$ cat src/asa_params.svh
//~~~~~~~~~~~~~~~~~~~~~~~~~~~~~~~~~~~~~~~~
// widths and FIFO depths for the admission stage.
// copy index must be wide enough to index every vector bit.
// FIFO depths must be at least 3 so the almost-full margin exists.
//~~~~~~~~~~~~~~~~~~~~~~~~~~~~~~~~~~~~~~~~
`default_nettype none

`ifndef ASA_PARAMS_SVH
`define ASA_PARAMS_SVH

`define ASA_RCI_NBITS      6   // 64 table entries.
`define ASA_SCI_VEC_NBITS  8
`define ASA_QID_NBITS      8
`define ASA_BUF_PTR_NBITS  10
`define ASA_LEN_NBITS      12
`define ASA_PKT_ID_NBITS   8
`define ASA_COPY_NBITS     3   // log2 of vector width.
`define ASA_PIO_NBITS      16

`define ASA_PROC_DEPTH     4
`define ASA_ENQ_DEPTH      4

`endif

`default_nettype wire

$ cat src/asa_pkg.sv
//~~~~~~~~~~~~~~~~~~~~~~~~~~~~~~~~~~~~~~~~
// shared descriptor and table entry types.
// asa_sci_entry_t doubles as the PIO data word.
//~~~~~~~~~~~~~~~~~~~~~~~~~~~~~~~~~~~~~~~~
`include "asa_params.svh"
`default_nettype none

package asa_pkg;

    typedef struct packed {
        logic [`ASA_SCI_VEC_NBITS-1:0] sci_vec;   // destination bits.
        logic [`ASA_QID_NBITS-1:0]     base_qid;
    } asa_sci_entry_t;

    typedef struct packed {
        logic [`ASA_RCI_NBITS-1:0]     rci;
        logic [`ASA_BUF_PTR_NBITS-1:0] buf_ptr;
        logic [`ASA_LEN_NBITS-1:0]     len;
        logic                          discard;
    } asa_pkt_t;

    typedef struct packed {
        logic [`ASA_BUF_PTR_NBITS-1:0] buf_ptr;
        logic [`ASA_LEN_NBITS-1:0]     len;
        asa_sci_entry_t                entry;
    } asa_proc_t;

    typedef struct packed {
        logic [`ASA_QID_NBITS-1:0]     qid;
        logic [`ASA_BUF_PTR_NBITS-1:0] buf_ptr;
        logic [`ASA_LEN_NBITS-1:0]     len;
        logic [`ASA_PKT_ID_NBITS-1:0]  packet_id;
        logic [`ASA_COPY_NBITS-1:0]    copy_idx;
        logic                          last;      // final copy.
        logic                          ucast;     // single bit vector.
    } asa_enq_t;

    typedef struct packed {
        logic [`ASA_BUF_PTR_NBITS-1:0] buf_ptr;
        logic [`ASA_LEN_NBITS-1:0]     len;
    } asa_discard_t;

endpackage

`default_nettype wire

$ cat src/asa_fifo.sv
//~~~~~~~~~~~~~~~~~~~~~~~~~~~~~~~~~~~~~~~~
// synchronous FIFO, show-ahead output.
// push when full and pop when empty are ignored.
// afull needs DEPTH of 3 or more.
//~~~~~~~~~~~~~~~~~~~~~~~~~~~~~~~~~~~~~~~~
`timescale 1ns/10ps
`default_nettype none

module asa_fifo #(
    parameter type T     = logic,
    parameter int  DEPTH = 4
) (
    input  logic clk,
    input  logic arst_n,
    input  logic push,
    input  T     din,
    input  logic pop,
    output T     dout,
    output logic empty,
    output logic full,
    output logic afull
);

    localparam int PTR_NBITS = (DEPTH > 1) ? $clog2(DEPTH) : 1;
    localparam int CNT_NBITS = $clog2(DEPTH + 1);

    T                     mem [DEPTH];
    logic [PTR_NBITS-1:0] wr_ptr;
    logic [PTR_NBITS-1:0] rd_ptr;
    logic [CNT_NBITS-1:0] count;
    logic                 do_push;
    logic                 do_pop;

    assign do_push = push & ~full;
    assign do_pop  = pop & ~empty;

    always_ff @(posedge clk) begin
        if (do_push) begin
            mem[wr_ptr] <= din;
        end
    end

    always_ff @(posedge clk or negedge arst_n) begin
        if (!arst_n) begin
            wr_ptr <= '0;
            rd_ptr <= '0;
            count  <= '0;
        end else begin
            if (do_push) begin
                wr_ptr <= (wr_ptr == PTR_NBITS'(DEPTH - 1)) ? '0 : wr_ptr + 1'b1;
            end
            if (do_pop) begin
                rd_ptr <= (rd_ptr == PTR_NBITS'(DEPTH - 1)) ? '0 : rd_ptr + 1'b1;
            end
            case ({do_push, do_pop})
                2'b10:   count <= count + 1'b1;
                2'b01:   count <= count - 1'b1;
                default: count <= count;  // both or neither.
            endcase
        end
    end

    assign dout  = mem[rd_ptr];
    assign empty = (count == '0);
    assign full  = (count == CNT_NBITS'(DEPTH));
    assign afull = (count >= CNT_NBITS'(DEPTH - 2));  // two slots or fewer left.

endmodule

`default_nettype wire

$ cat src/asa_sci_table.sv
//~~~~~~~~~~~~~~~~~~~~~~~~~~~~~~~~~~~~~~~~
// RCI to SCI table, one write and two registered reads.
// a lookup colliding with a write returns the old entry.
//~~~~~~~~~~~~~~~~~~~~~~~~~~~~~~~~~~~~~~~~
`timescale 1ns/10ps
`include "asa_params.svh"
`default_nettype none

module asa_sci_table
    import asa_pkg::*;
(
    input  logic                      clk,
    input  logic                      arst_n,
    input  logic                      pio_wr,
    input  logic                      pio_rd,
    input  logic [`ASA_RCI_NBITS-1:0] pio_addr,
    input  asa_sci_entry_t            pio_wdata,
    output logic                      pio_rvalid,
    output asa_sci_entry_t            pio_rdata,
    input  logic [`ASA_RCI_NBITS-1:0] lkup_addr,
    output asa_sci_entry_t            lkup_data
);

    asa_sci_entry_t mem [1 << `ASA_RCI_NBITS];

    always_ff @(posedge clk) begin
        if (pio_wr) begin
            mem[pio_addr] <= pio_wdata;
        end
        lkup_data <= mem[lkup_addr];  // read every cycle.
        if (pio_rd) begin
            pio_rdata <= mem[pio_addr];
        end
    end

    always_ff @(posedge clk or negedge arst_n) begin
        if (!arst_n) begin
            pio_rvalid <= 1'b0;
        end else begin
            pio_rvalid <= pio_rd;
        end
    end

endmodule

`default_nettype wire

$ cat src/asa_front_end.sv
//~~~~~~~~~~~~~~~~~~~~~~~~~~~~~~~~~~~~~~~~
// two stage descriptor admission.
// disc_valid or proc_push lands 2 cycles after pkt_valid.
//~~~~~~~~~~~~~~~~~~~~~~~~~~~~~~~~~~~~~~~~
`timescale 1ns/10ps
`include "asa_params.svh"
`default_nettype none

module asa_front_end
    import asa_pkg::*;
(
    input  logic                      clk,
    input  logic                      arst_n,
    input  logic                      pkt_valid,
    input  asa_pkt_t                  pkt_in,
    output logic [`ASA_RCI_NBITS-1:0] lkup_addr,
    input  asa_sci_entry_t            lkup_data,
    output logic                      proc_push,
    output asa_proc_t                 proc_out,
    output logic                      disc_valid,
    output asa_discard_t              disc_out
);

    logic     s1_valid;
    asa_pkt_t s1_pkt;
    logic     s1_drop;

    assign lkup_addr = pkt_in.rci;

    // descriptor rides alongside the RAM read.
    always_ff @(posedge clk) begin
        s1_pkt <= pkt_in;
    end

    assign s1_drop = s1_pkt.discard | (lkup_data.sci_vec == '0);

    always_ff @(posedge clk) begin
        proc_out.buf_ptr <= s1_pkt.buf_ptr;
        proc_out.len     <= s1_pkt.len;
        proc_out.entry   <= lkup_data;
        disc_out.buf_ptr <= s1_pkt.buf_ptr;
        disc_out.len     <= s1_pkt.len;
    end

    always_ff @(posedge clk or negedge arst_n) begin
        if (!arst_n) begin
            s1_valid   <= 1'b0;
            proc_push  <= 1'b0;
            disc_valid <= 1'b0;
        end else begin
            s1_valid   <= pkt_valid;
            proc_push  <= s1_valid & ~s1_drop;
            disc_valid <= s1_valid & s1_drop;  // flagged or empty vector.
        end
    end

endmodule

`default_nettype wire

$ cat src/asa_rep_fsm.sv
//~~~~~~~~~~~~~~~~~~~~~~~~~~~~~~~~~~~~~~~~
// replication FSM, one enqueue per destination bit.
// bits go out lowest first. expects a non-zero vector.
//~~~~~~~~~~~~~~~~~~~~~~~~~~~~~~~~~~~~~~~~
`timescale 1ns/10ps
`include "asa_params.svh"
`default_nettype none

module asa_rep_fsm
    import asa_pkg::*;
(
    input  logic                         clk,
    input  logic                         arst_n,
    input  logic                         proc_empty,
    input  asa_proc_t                    proc_in,
    output logic                         proc_pop,
    input  logic                         enq_full,
    output logic                         enq_push,
    output asa_enq_t                     enq_out,
    output logic                         start,
    output logic                         copy,
    output logic                         done,
    input  logic [`ASA_PKT_ID_NBITS-1:0] packet_id,
    input  logic [`ASA_COPY_NBITS-1:0]   copy_idx
);

    typedef enum logic {IDLE, EMIT} state_t;

    state_t                         state;
    asa_proc_t                      pkt_q;
    logic [`ASA_SCI_VEC_NBITS-1:0]  rem_vec;
    logic                           ucast_q;
    logic [`ASA_COPY_NBITS-1:0]     bit_idx;
    logic                           last_bit;

    function automatic logic [`ASA_COPY_NBITS-1:0] low_idx(
        input logic [`ASA_SCI_VEC_NBITS-1:0] vec
    );
        logic [`ASA_COPY_NBITS-1:0] idx;
        idx = '0;
        for (int i = `ASA_SCI_VEC_NBITS - 1; i >= 0; i--) begin
            if (vec[i]) idx = `ASA_COPY_NBITS'(i);
        end
        return idx;
    endfunction

    assign bit_idx  = low_idx(rem_vec);
    assign last_bit = ((rem_vec & (rem_vec - 1'b1)) == '0);  // one bit left.

    assign proc_pop = (state == IDLE) & ~proc_empty;
    assign start    = proc_pop;
    assign enq_push = (state == EMIT) & ~enq_full;
    assign copy     = enq_push;
    assign done     = enq_push & last_bit;

    always_comb begin
        enq_out.qid       = pkt_q.entry.base_qid + `ASA_QID_NBITS'(bit_idx);
        enq_out.buf_ptr   = pkt_q.buf_ptr;
        enq_out.len       = pkt_q.len;
        enq_out.packet_id = packet_id;
        enq_out.copy_idx  = copy_idx;
        enq_out.last      = last_bit;
        enq_out.ucast     = ucast_q;
    end

    always_ff @(posedge clk) begin
        if (proc_pop) begin
            pkt_q   <= proc_in;
            rem_vec <= proc_in.entry.sci_vec;
            ucast_q <= $onehot(proc_in.entry.sci_vec);
        end else if (enq_push) begin
            rem_vec[bit_idx] <= 1'b0;  // retire sent bit.
        end
    end

    always_ff @(posedge clk or negedge arst_n) begin
        if (!arst_n) begin
            state <= IDLE;
        end else if (proc_pop) begin
            state <= EMIT;
        end else if (done) begin
            state <= IDLE;
        end
    end

endmodule

`default_nettype wire

$ cat src/asa_rep_counter.sv
//~~~~~~~~~~~~~~~~~~~~~~~~~~~~~~~~~~~~~~~~
// packet id and copy index counters.
// packet id wraps, start wins over copy.
//~~~~~~~~~~~~~~~~~~~~~~~~~~~~~~~~~~~~~~~~
`timescale 1ns/10ps
`include "asa_params.svh"
`default_nettype none

module asa_rep_counter (
    input  logic                         clk,
    input  logic                         arst_n,
    input  logic                         start,
    input  logic                         copy,
    input  logic                         done,
    output logic [`ASA_PKT_ID_NBITS-1:0] packet_id,
    output logic [`ASA_COPY_NBITS-1:0]   copy_idx
);

    always_ff @(posedge clk or negedge arst_n) begin
        if (!arst_n) begin
            packet_id <= '0;
        end else if (done) begin
            packet_id <= packet_id + 1'b1;  // wraps at 256.
        end
    end

    always_ff @(posedge clk or negedge arst_n) begin
        if (!arst_n) begin
            copy_idx <= '0;
        end else if (start) begin
            copy_idx <= '0;
        end else if (copy) begin
            copy_idx <= copy_idx + 1'b1;
        end
    end

endmodule

`default_nettype wire

$ cat src/asa_top.sv
//~~~~~~~~~~~~~~~~~~~~~~~~~~~~~~~~~~~~~~~~
// admission and replication stage top.
// upstream must hold pkt_valid low while int_rep_bp is high.
// TM output is registered, one enqueue per cycle at most.
//~~~~~~~~~~~~~~~~~~~~~~~~~~~~~~~~~~~~~~~~
`timescale 1ns/10ps
`include "asa_params.svh"
`default_nettype none

module asa_top
    import asa_pkg::*;
(
    input  logic                      clk,
    input  logic                      arst_n,
    input  logic                      pio_wr,
    input  logic                      pio_rd,
    input  logic [`ASA_RCI_NBITS-1:0] pio_addr,
    input  asa_sci_entry_t            pio_wdata,
    output logic                      pio_rvalid,
    output asa_sci_entry_t            pio_rdata,
    input  logic                      pkt_valid,
    input  asa_pkt_t                  pkt_in,
    output logic                      int_rep_bp,
    output logic                      disc_valid,
    output asa_discard_t              disc_out,
    input  logic                      tm_bp,
    output logic                      asa_tm_enq_req,
    output asa_enq_t                  asa_tm_enq
);

    logic [`ASA_RCI_NBITS-1:0]    lkup_addr;
    asa_sci_entry_t               lkup_data;
    logic                         proc_push;
    asa_proc_t                    proc_din;
    logic                         proc_pop;
    asa_proc_t                    proc_dout;
    logic                         proc_empty;
    logic                         enq_push;
    asa_enq_t                     enq_din;
    logic                         enq_pop;
    asa_enq_t                     enq_dout;
    logic                         enq_empty;
    logic                         enq_full;
    logic                         rep_start;
    logic                         rep_copy;
    logic                         rep_done;
    logic [`ASA_PKT_ID_NBITS-1:0] packet_id;
    logic [`ASA_COPY_NBITS-1:0]   copy_idx;

    asa_sci_table u_sci_table (
        .clk(clk), .arst_n(arst_n),
        .pio_wr(pio_wr), .pio_rd(pio_rd), .pio_addr(pio_addr), .pio_wdata(pio_wdata),
        .pio_rvalid(pio_rvalid), .pio_rdata(pio_rdata),
        .lkup_addr(lkup_addr), .lkup_data(lkup_data)
    );

    asa_front_end u_front_end (
        .clk(clk), .arst_n(arst_n),
        .pkt_valid(pkt_valid), .pkt_in(pkt_in),
        .lkup_addr(lkup_addr), .lkup_data(lkup_data),
        .proc_push(proc_push), .proc_out(proc_din),
        .disc_valid(disc_valid), .disc_out(disc_out)
    );

    asa_fifo #(.T(asa_proc_t), .DEPTH(`ASA_PROC_DEPTH)) u_proc_fifo (
        .clk(clk), .arst_n(arst_n),
        .push(proc_push), .din(proc_din), .pop(proc_pop), .dout(proc_dout),
        .empty(proc_empty), .full(), .afull(int_rep_bp)
    );

    asa_rep_fsm u_rep_fsm (
        .clk(clk), .arst_n(arst_n),
        .proc_empty(proc_empty), .proc_in(proc_dout), .proc_pop(proc_pop),
        .enq_full(enq_full), .enq_push(enq_push), .enq_out(enq_din),
        .start(rep_start), .copy(rep_copy), .done(rep_done),
        .packet_id(packet_id), .copy_idx(copy_idx)
    );

    asa_rep_counter u_rep_counter (
        .clk(clk), .arst_n(arst_n),
        .start(rep_start), .copy(rep_copy), .done(rep_done),
        .packet_id(packet_id), .copy_idx(copy_idx)
    );

    asa_fifo #(.T(asa_enq_t), .DEPTH(`ASA_ENQ_DEPTH)) u_enq_fifo (
        .clk(clk), .arst_n(arst_n),
        .push(enq_push), .din(enq_din), .pop(enq_pop), .dout(enq_dout),
        .empty(enq_empty), .full(enq_full), .afull()
    );

    //~~~~~~~~~~~~~~~~~~~~~~~~~~~~~~~~~~~~~~~~
    // TM enqueue port
    //~~~~~~~~~~~~~~~~~~~~~~~~~~~~~~~~~~~~~~~~
    assign enq_pop = ~enq_empty & ~tm_bp;  // held off by TM.

    always_ff @(posedge clk) begin
        if (enq_pop) begin
            asa_tm_enq <= enq_dout;
        end
    end

    always_ff @(posedge clk or negedge arst_n) begin
        if (!arst_n) begin
            asa_tm_enq_req <= 1'b0;
        end else begin
            asa_tm_enq_req <= enq_pop;
        end
    end

endmodule

`default_nettype wire

$ cat config.mk
export PLATFORM = sky130hd
export DESIGN_NAME = asa_top
export DESIGN_NICKNAME = d
export VERILOG_FILES = /design/src/asa_pkg.sv /design/src/asa_fifo.sv /design/src/asa_sci_table.sv /design/src/asa_front_end.sv /design/src/asa_rep_fsm.sv /design/src/asa_rep_counter.sv /design/src/asa_top.sv
export VERILOG_INCLUDE_DIRS = /design/src /design/src/src
export SDC_FILE = /design/constraint.sdc
export NUM_CORES = 2
export LEC_CHECK = 0
export ABC_AREA = 0
export BUFFER_PORTS_ARGS = -buffer_cell sky130_fd_sc_hd__buf_2
export CORE_MARGIN = 2
export CORE_UTILIZATION = 25
export CTS_BUF_LIST = sky130_fd_sc_hd__clkbuf_4 sky130_fd_sc_hd__clkbuf_8
export DETAILED_ROUTE_END_ITERATION = 10
export GPL_ROUTABILITY_DRIVEN = 1
export SETUP_SLACK_MARGIN = 0.5
export SLEW_MARGIN = 20
export SYNTH_ARGS = -nofsm -noshare
export SYNTH_HDL_FRONTEND = slang
export SYNTH_SLANG_ARGS = --single-unit
$ cat constraint.sdc
create_clock -name clk -period 5.7 [get_ports clk]
set_input_delay 1.71 -clock clk [delete_from_list [all_inputs] [get_ports clk]]
set_output_delay 1.71 -clock clk [all_outputs]
set_load 0.01 [all_outputs]
### Yosys cells after proc, flatten, opt, wreduce, memory -nomap -nowiden

Memory sizes are Yosys's and may differ from the RTL's. A register that Yosys moved wholly into a read port is not among the register bits.
Index checks and enable logic that the tools add are counted.

* add/sub/neg operators: 19
* magnitude comparators: 3
* eq/ne operators: 11
* multiplexer cells: 28
* bitwise operators: 21
* reduce and logical (&&, ||, !) cells: 9

Operator list (number)
* 2-to-1 mux 3 bit: 10
* AND 8 bit: 2
* logical NOT 8 bit: 2
* 2-to-1 mux 8 bit: 2
* adder 4 bit: 3
* equality test 2 bit (second input constant): 6
* one-hot mux 3 bit (2 select lines): 2
* AND 1 bit: 10
* adder 3 x 1 -> 3 bit (second input constant): 3
* 2-to-1 mux 1 bit: 9
* adder 1 x 1 -> 2 bit: 4
* adder 2 x 1 -> 2 bit (second input constant): 4
* adder 8 x 1 -> 8 bit (second input constant): 1
* adder 8 x 3 -> 8 bit: 1
* 2-to-1 mux 2 bit: 4
* NOT 8 bit: 1
* nonzero test 2 bit: 4
* subtractor 8 x 1 -> 8 bit (second input constant): 1
* NOT 1 bit: 7
* equality test 3 bit (second input constant): 2
* logical NOT 3 bit: 2
* subtractor 3 x 1 -> 3 bit (second input constant): 2
* equality test 2 x 1 -> 1 bit (second input constant): 2
* equality test 4 x 1 -> 1 bit (second input constant): 1
* other kinds (6): 6

* bits in registers: 131
* bits in writable memories: 1348
* output and inout port bits: 85
* word-level logic and storage cells: 120
* memories: 3

Memory list
* u_sci_table.mem: depth 64, bits a word 16, rd ports 2, clocked after memory_dff 2, write ports 1, RTL line asa_sci_table.sv:24 `` asa_sci_entry_t mem [1 << `ASA_RCI_NBITS]; ``
* u_enq_fifo.mem: depth 4, bits a word 43, rd ports 1, clocked after memory_dff 1, write ports 1, RTL line asa_fifo.sv:27 `T mem [DEPTH];`
* u_proc_fifo.mem: depth 4, bits a word 38, rd ports 1, clocked after memory_dff 0, write ports 1, RTL line asa_fifo.sv:27

### Logic depth before layout (Yosys ltp)

* word-level depth: 16
* mapped depth: 12

### By module

A second synthesis with hierarchy kept.

* cells, all modules: 3671
* area, all modules: 66746.5 µm²

By module, submodules not included
* asa_sci_table: instances 1, cells an instance 2818, area an instance 48567.8 µm², sequential area each 31575.3 µm²
* asa_fifo (u_enq_fifo): instances 1, cells an instance 266, area an instance 6749.0 µm², sequential area each 5340.1 µm²
* asa_fifo (u_proc_fifo): instances 1, cells an instance 240, area an instance 5987.0 µm², sequential area each 4739.5 µm²
* asa_rep_fsm: instances 1, cells an instance 168, area an instance 2112.0 µm², sequential area each 1196.1 µm²
* asa_front_end: instances 1, cells an instance 97, area an instance 1542.7 µm², sequential area each 1296.2 µm²
* asa_top: instances 1, cells an instance 45, area an instance 1320.0 µm², sequential area each 1316.3 µm²
* asa_rep_counter: instances 1, cells an instance 37, area an instance 467.9 µm², sequential area each 275.3 µm²

### Worst setup path after synthesis

No wires, ideal clock.

* path kind: input -> register
* from: in tm_bp
* to: reg u_enq_fifo.count[2]
* library setup time: 0.079 ns
* arrival time: 4.910 ns
* data required time: 5.621 ns
* path slack: 0.711 ns
* stages: 7
* path through: nor2_1 > ha_1 > inv_1 > fa_1 > xor2_1 > nor2_1 > xor2_1

* cells in the longest elaborated chain, start to end: 5

Ends and longest elaborated chain
* start, declared: RTL line asa_top.sv:26 `input logic tm_bp,`
* NOT 1 bit *: RTL line asa_top.sv:94 `assign enq_pop = ~enq_empty & ~tm_bp;`
* AND 1 bit *: RTL line asa_top.sv:94
* AND 1 bit *: RTL line asa_fifo.sv:35 `assign do_pop = pop & ~empty;`
* equality test 2 x 1 -> 1 bit / equality test 2 bit (equally long branches): RTL line asa_fifo.sv:55 `case ({do_push, do_pop})`
* one-hot mux 3 bit (2 select lines) / nonzero test 2 bit (equally long branches)
* end signal, assigned: RTL line asa_fifo.sv:56 `2'b10: count <= count + 1'b1;`
* end signal, assigned: RTL line asa_fifo.sv:57 `2'b01: count <= count - 1'b1;`
* end signal, assigned: RTL line asa_fifo.sv:58 `default: count <= count;`
* end, declared: RTL line asa_fifo.sv:30 `logic [CNT_NBITS-1:0] count;`

Mark *: on every way between the ends. The rest lies on a longest branch, timed or not.
A chain may end at the register's enable or synchronous reset.

==> flow_metrics.tcl <==
set metrics [dict create \
    run_status "finished clean" \
    top_signal_layer_used "met5" \
    synth_cell_types 69 \
    clk_path_buf_depth 4 \
    cts_sinks 1554 \
    tightestPinTransition_ns 1.22 \
    synth.net_count 3661 \
    count_of_input_and_output_buffers 141 \
    cts-htree-levels 4 \
    critical_path.cell_chain "buf_8 > buf_12 > nor2_4 > a22o_1 > o311ai_0 > o211ai_1 > or4_1" \
    ctsHoldBuffers 0 \
    skew_ns 0.168 \
    synth_enable_flop_cells 1446 \
    boundaryPins 142 \
    root_buffer "sky130_fd_sc_hd__clkbuf_8" \
    synth.yosys.warnings 0 \
    detail_route.vias_per_cell 5.21 \
    cp_slowest_stage_delay_ns 0.75 \
    cts_buffers 237 \
    finalCritPeriodShare_pct 74.2 \
    critical-path-top-delay-family "compound AO/OA/AOI/OAI gates" \
    first_pass_grt_wire_length_um 300000 \
    synth.mux.area_fraction_pct 18.0 \
    cp_capture_type "flop" \
    route.layer.met1.wl_um 82600 \
    power.static_leakage_nw 24.7 \
    ant_nets 0 \
    regArea_sq_mm 0.0457 \
    ctsResizeCount 0 \
    synth_top_cell_by_area "sky130_fd_sc_hd__edfxtp_1" \
    cp.required_ns 6.46 \
    synth.top_cells.by_area "sky130_fd_sc_hd__edfxtp_1 66%, sky130_fd_sc_hd__mux4_2 14%, sky130_fd_sc_hd__dfxtp_1 2.3%, sky130_fd_sc_hd__mux2i_1 2.1%, sky130_fd_sc_hd__a221oi_1 1.7%" \
    final_core_utilization_pct 29.3 \
    dominantRegCellSynth "sky130_fd_sc_hd__edfxtp_1" \
    yosys_register_bits 1554 \
    worstSetupStartpointType "primary input" \
    clock_transition_at_the_registers_of_the_reported_paths_ns 0.07 \
    drt-initial-drc-count 6553 \
    routability_congestion_estimate 0.990 \
    asyncSetResetFlopFracSynth_pct 1.99 \
    clock_latency_ns 1.05 \
    critPathMaxFanout 44 \
    area_taken_by_multi_input_logic_gates_sq_mm 0.0188 \
    number_of_pins_exceeding_their_max_slew_limit_in_the_final_report 0 \
    die_h_um 517 \
    post_layout_total_power_mw 28.6 \
    total_core_area_sq_mm 0.262 \
    hold_violations 0 \
    tritoncts "yes" \
    overflow 0 \
    synth_area_per_cell_sq_um 18.4 \
    drt_pre_antenna_iters 8 \
    whs_ns 0.325 \
    globalRouteTotalUtil_pct 15.7 \
    setup_repair_after_global_routing_missed_its_margin "no" \
    pin_count_of_the_biggest_net_entering_global_routing 65 \
    design.die.area_sq_mm 0.267 \
    postCtsSetupBuffers 0 \
    routed-wl-met3_um 26400 \
    crit_path_top_delay_cell "sky130_fd_sc_hd__o311ai_0" \
    cellPowerDensity_mw_per_mm2 372 \
    met2_wire_length_um 94600 \
    drt-total-wl_um 217000 \
    combinational_family_with_the_most_area_after_synthesis "multiplexers" \
    floorplan.rows 188 \
    setup_total_negative_slack_ns 0 \
    max_slew_margin_pct 18.0 \
    setup_viol 0 \
    synth-seq-area-share_pct 69.5 \
    post_synth_xor_area_fraction_pct 0.266 \
    grt_antenna_before_repair 33 \
    cap_viol_max_count 0 \
    post_synth_inst_count 3574 \
    final.min_clock_period_ns 4.23 \
    drc 0 \
    synth_simple_gate_area_share_pct 2.91 \
    initial_core_util_pct 25.1 \
    synth-compound-area-share_pct 6.50 \
    critical_path_arrival_ns 4.99 \
    synth_largest_type_area_fraction_pct 66.0 \
    synth_fa_ha_area_share_pct 0.650 \
    worstHoldPathType "flop to flop" \
    place.detailed.hpwl_um 139000 \
    num_vias 39700 \
    worst_ir_drop_vdd_mv 0.260 \
    syn_area_sq_mm 0.0658 \
    drive_above_1_share_pct 33.1 \
    post_drt_wl_per_cell_um 28.5 \
    finish.net_count 3987 \
    fmax_mhz 237 \
    synthToLayoutAreaGrowth_pct 16.6 \
    vias_in_the_first_global_route 39100 \
    timing.setup.critical_path_class "primary input to flop" \
    chipWidth_um 517 \
    fill_cells 25900 \
    critPathBufInv 2 \
]
[worst reg2reg max path, delay by kind of cell (launching register included)]
kind	cells	cell delay, ns
adder cells (fa/ha/maj)	5	1.92
flip-flops	1	0.94
multiplexers	1	0.66
AND/OR/NAND/NOR	1	0.31
buffers and inverters	2	0.10
[cell families (layout without fill, tap and decap cells)]
kind of cell	count (synthesis)	after routing
flops	1554	1554
mux	642	642
compound gates	602	602
simple gates	417	417
buf+inv	309	822
fa+ha+maj	30	30
xor+xnor	20	20
other cells	0	12
[state kept, by name, summed over array words and instances (netlist names), 3 cells and up]
register / count
u_sci_table.mem: 1024
u_enq_fifo.mem: 172
u_proc_fifo.mem: 152
asa_tm_enq: 43
u_front_end.proc_out: 38
u_front_end.s1_pkt: 23
u_rep_fsm.enq_out: 22
u_sci_table.lkup_data: 16
u_sci_table.pio_rdata: 16
u_rep_counter.packet_id: 8
u_rep_fsm.pkt_q: 8
u_rep_fsm.rem_vec: 8
u_enq_fifo.count: 3
u_proc_fifo.count: 3
u_rep_counter.copy_idx: 3
[metrics by stage]
step | std cells | worst slack [ns] | instance area, sq um
after global placement | 7176 | 0.674 | 71800
final | 7614 | 1.47 | 76700
after global routing | 7606 | 1.22 | 76700
after floorplan | 3574 | 0.711 | 65800
after detailed placement | 7176 | 0.634 | 71800
after CTS | 7602 | 1.42 | 76600
[synthesized netlist by cell type, types with 7 or more instances]
cell and number:
sky130_fd_sc_hd__nand4_1 8, sky130_fd_sc_hd__a211oi_1 19, sky130_fd_sc_hd__nand3_1 44, sky130_fd_sc_hd__buf_2 102
sky130_fd_sc_hd__a31oi_1 13, sky130_fd_sc_hd__nand2_1 109, sky130_fd_sc_hd__edfxtp_1 1446, sky130_fd_sc_hd__a21oi_1 92
sky130_fd_sc_hd__and2_1 13, sky130_fd_sc_hd__xor2_1 9, sky130_fd_sc_hd__buf_4 33, sky130_fd_sc_hd__clkbuf_1 107
sky130_fd_sc_hd__or4_1 7, sky130_fd_sc_hd__mux2i_1 138, sky130_fd_sc_hd__nor3_1 18, sky130_fd_sc_hd__nand2b_1 8
sky130_fd_sc_hd__mux4_2 422, sky130_fd_sc_hd__nor2_1 151, sky130_fd_sc_hd__fa_1 7, sky130_fd_sc_hd__a221oi_1 130
sky130_fd_sc_hd__inv_1 33, sky130_fd_sc_hd__ha_1 23, sky130_fd_sc_hd__and3_1 9, sky130_fd_sc_hd__o221ai_1 8
sky130_fd_sc_hd__dfxtp_1 77, sky130_fd_sc_hd__a22o_1 20, sky130_fd_sc_hd__dfrtp_1 31, sky130_fd_sc_hd__o22ai_1 67
sky130_fd_sc_hd__nor2b_1 26, sky130_fd_sc_hd__a22oi_1 118, sky130_fd_sc_hd__xnor2_1 11, sky130_fd_sc_hd__o21ai_0 83
sky130_fd_sc_hd__mux2_2 82, sky130_fd_sc_hd__buf_1 30
[layout by cell type, fill, tap and decap left out, types with 55 or more instances in the layout]
cell type / netlist / routed
sky130_fd_sc_hd__a21oi_1: 92 / 92
sky130_fd_sc_hd__a221oi_1: 130 / 130
sky130_fd_sc_hd__a22oi_1: 118 / 118
sky130_fd_sc_hd__buf_2: 102 / 134
sky130_fd_sc_hd__buf_4: 33 / 204
sky130_fd_sc_hd__clkbuf_4: 0 / 77
sky130_fd_sc_hd__clkbuf_8: 0 / 261
sky130_fd_sc_hd__dfxtp_1: 77 / 77
sky130_fd_sc_hd__edfxtp_1: 1446 / 1446
sky130_fd_sc_hd__mux2_2: 82 / 82
sky130_fd_sc_hd__mux2i_1: 138 / 138
sky130_fd_sc_hd__mux4_2: 422 / 422
sky130_fd_sc_hd__nand2_1: 109 / 109
sky130_fd_sc_hd__nor2_1: 151 / 91
sky130_fd_sc_hd__nor2_2: 1 / 55
sky130_fd_sc_hd__o21ai_0: 83 / 83
sky130_fd_sc_hd__o22ai_1: 67 / 67
[path summary, 6_finish.rpt]
path	startpoint	to	slack (ns)	cells past startpoint
setup / recovery	pio_addr[2]	u_sci_table.pio_rdata[8]	1.47	7
setup reg to reg	u_proc_fifo.rd_ptr[0]	u_rep_fsm.ucast_q	1.54	9
max in group asynchronous	arst_n	u_enq_fifo.rd_ptr[1]	4.24	1
hold / removal	u_front_end.s1_pkt[1]	u_front_end.proc_out[16]	0.33	0
hold reg to reg	u_front_end.s1_pkt[1]	u_front_end.proc_out[16]	0.33	0
min in group asynchronous	arst_n	asa_tm_enq_req	0.89	1
[area by class of cell]
cell class                 instances  share of cell area, %
clock buffer                     337                   5.42
sequential                      1554                   59.7
antenna                           12                 0.0392
multi-input combinational       1711                   24.6
clock inverter                    89                  0.938
inverter                          33                  0.163
timing repair buffer             363                   3.48
tap                             3515                   5.74
[power breakdown]
group	total [mW]	internal (mW)	switching, mW
logic	4.23	1.73	2.50
registers	14.7	14.0	0.682
clock network	9.65	5.22	4.43
total	28.6	20.9	7.61
[routing by layer]
layer | GRT usage (%) | vias up
li1 | - | 15600
met1 | 20.3 | 20500
met2 | 23.5 | 2914
met3 | 4.79 | 661
met4 | 8.39 | 24
met5 | 0 | -
No activity file was read; power rests on OpenSTA's default activity.
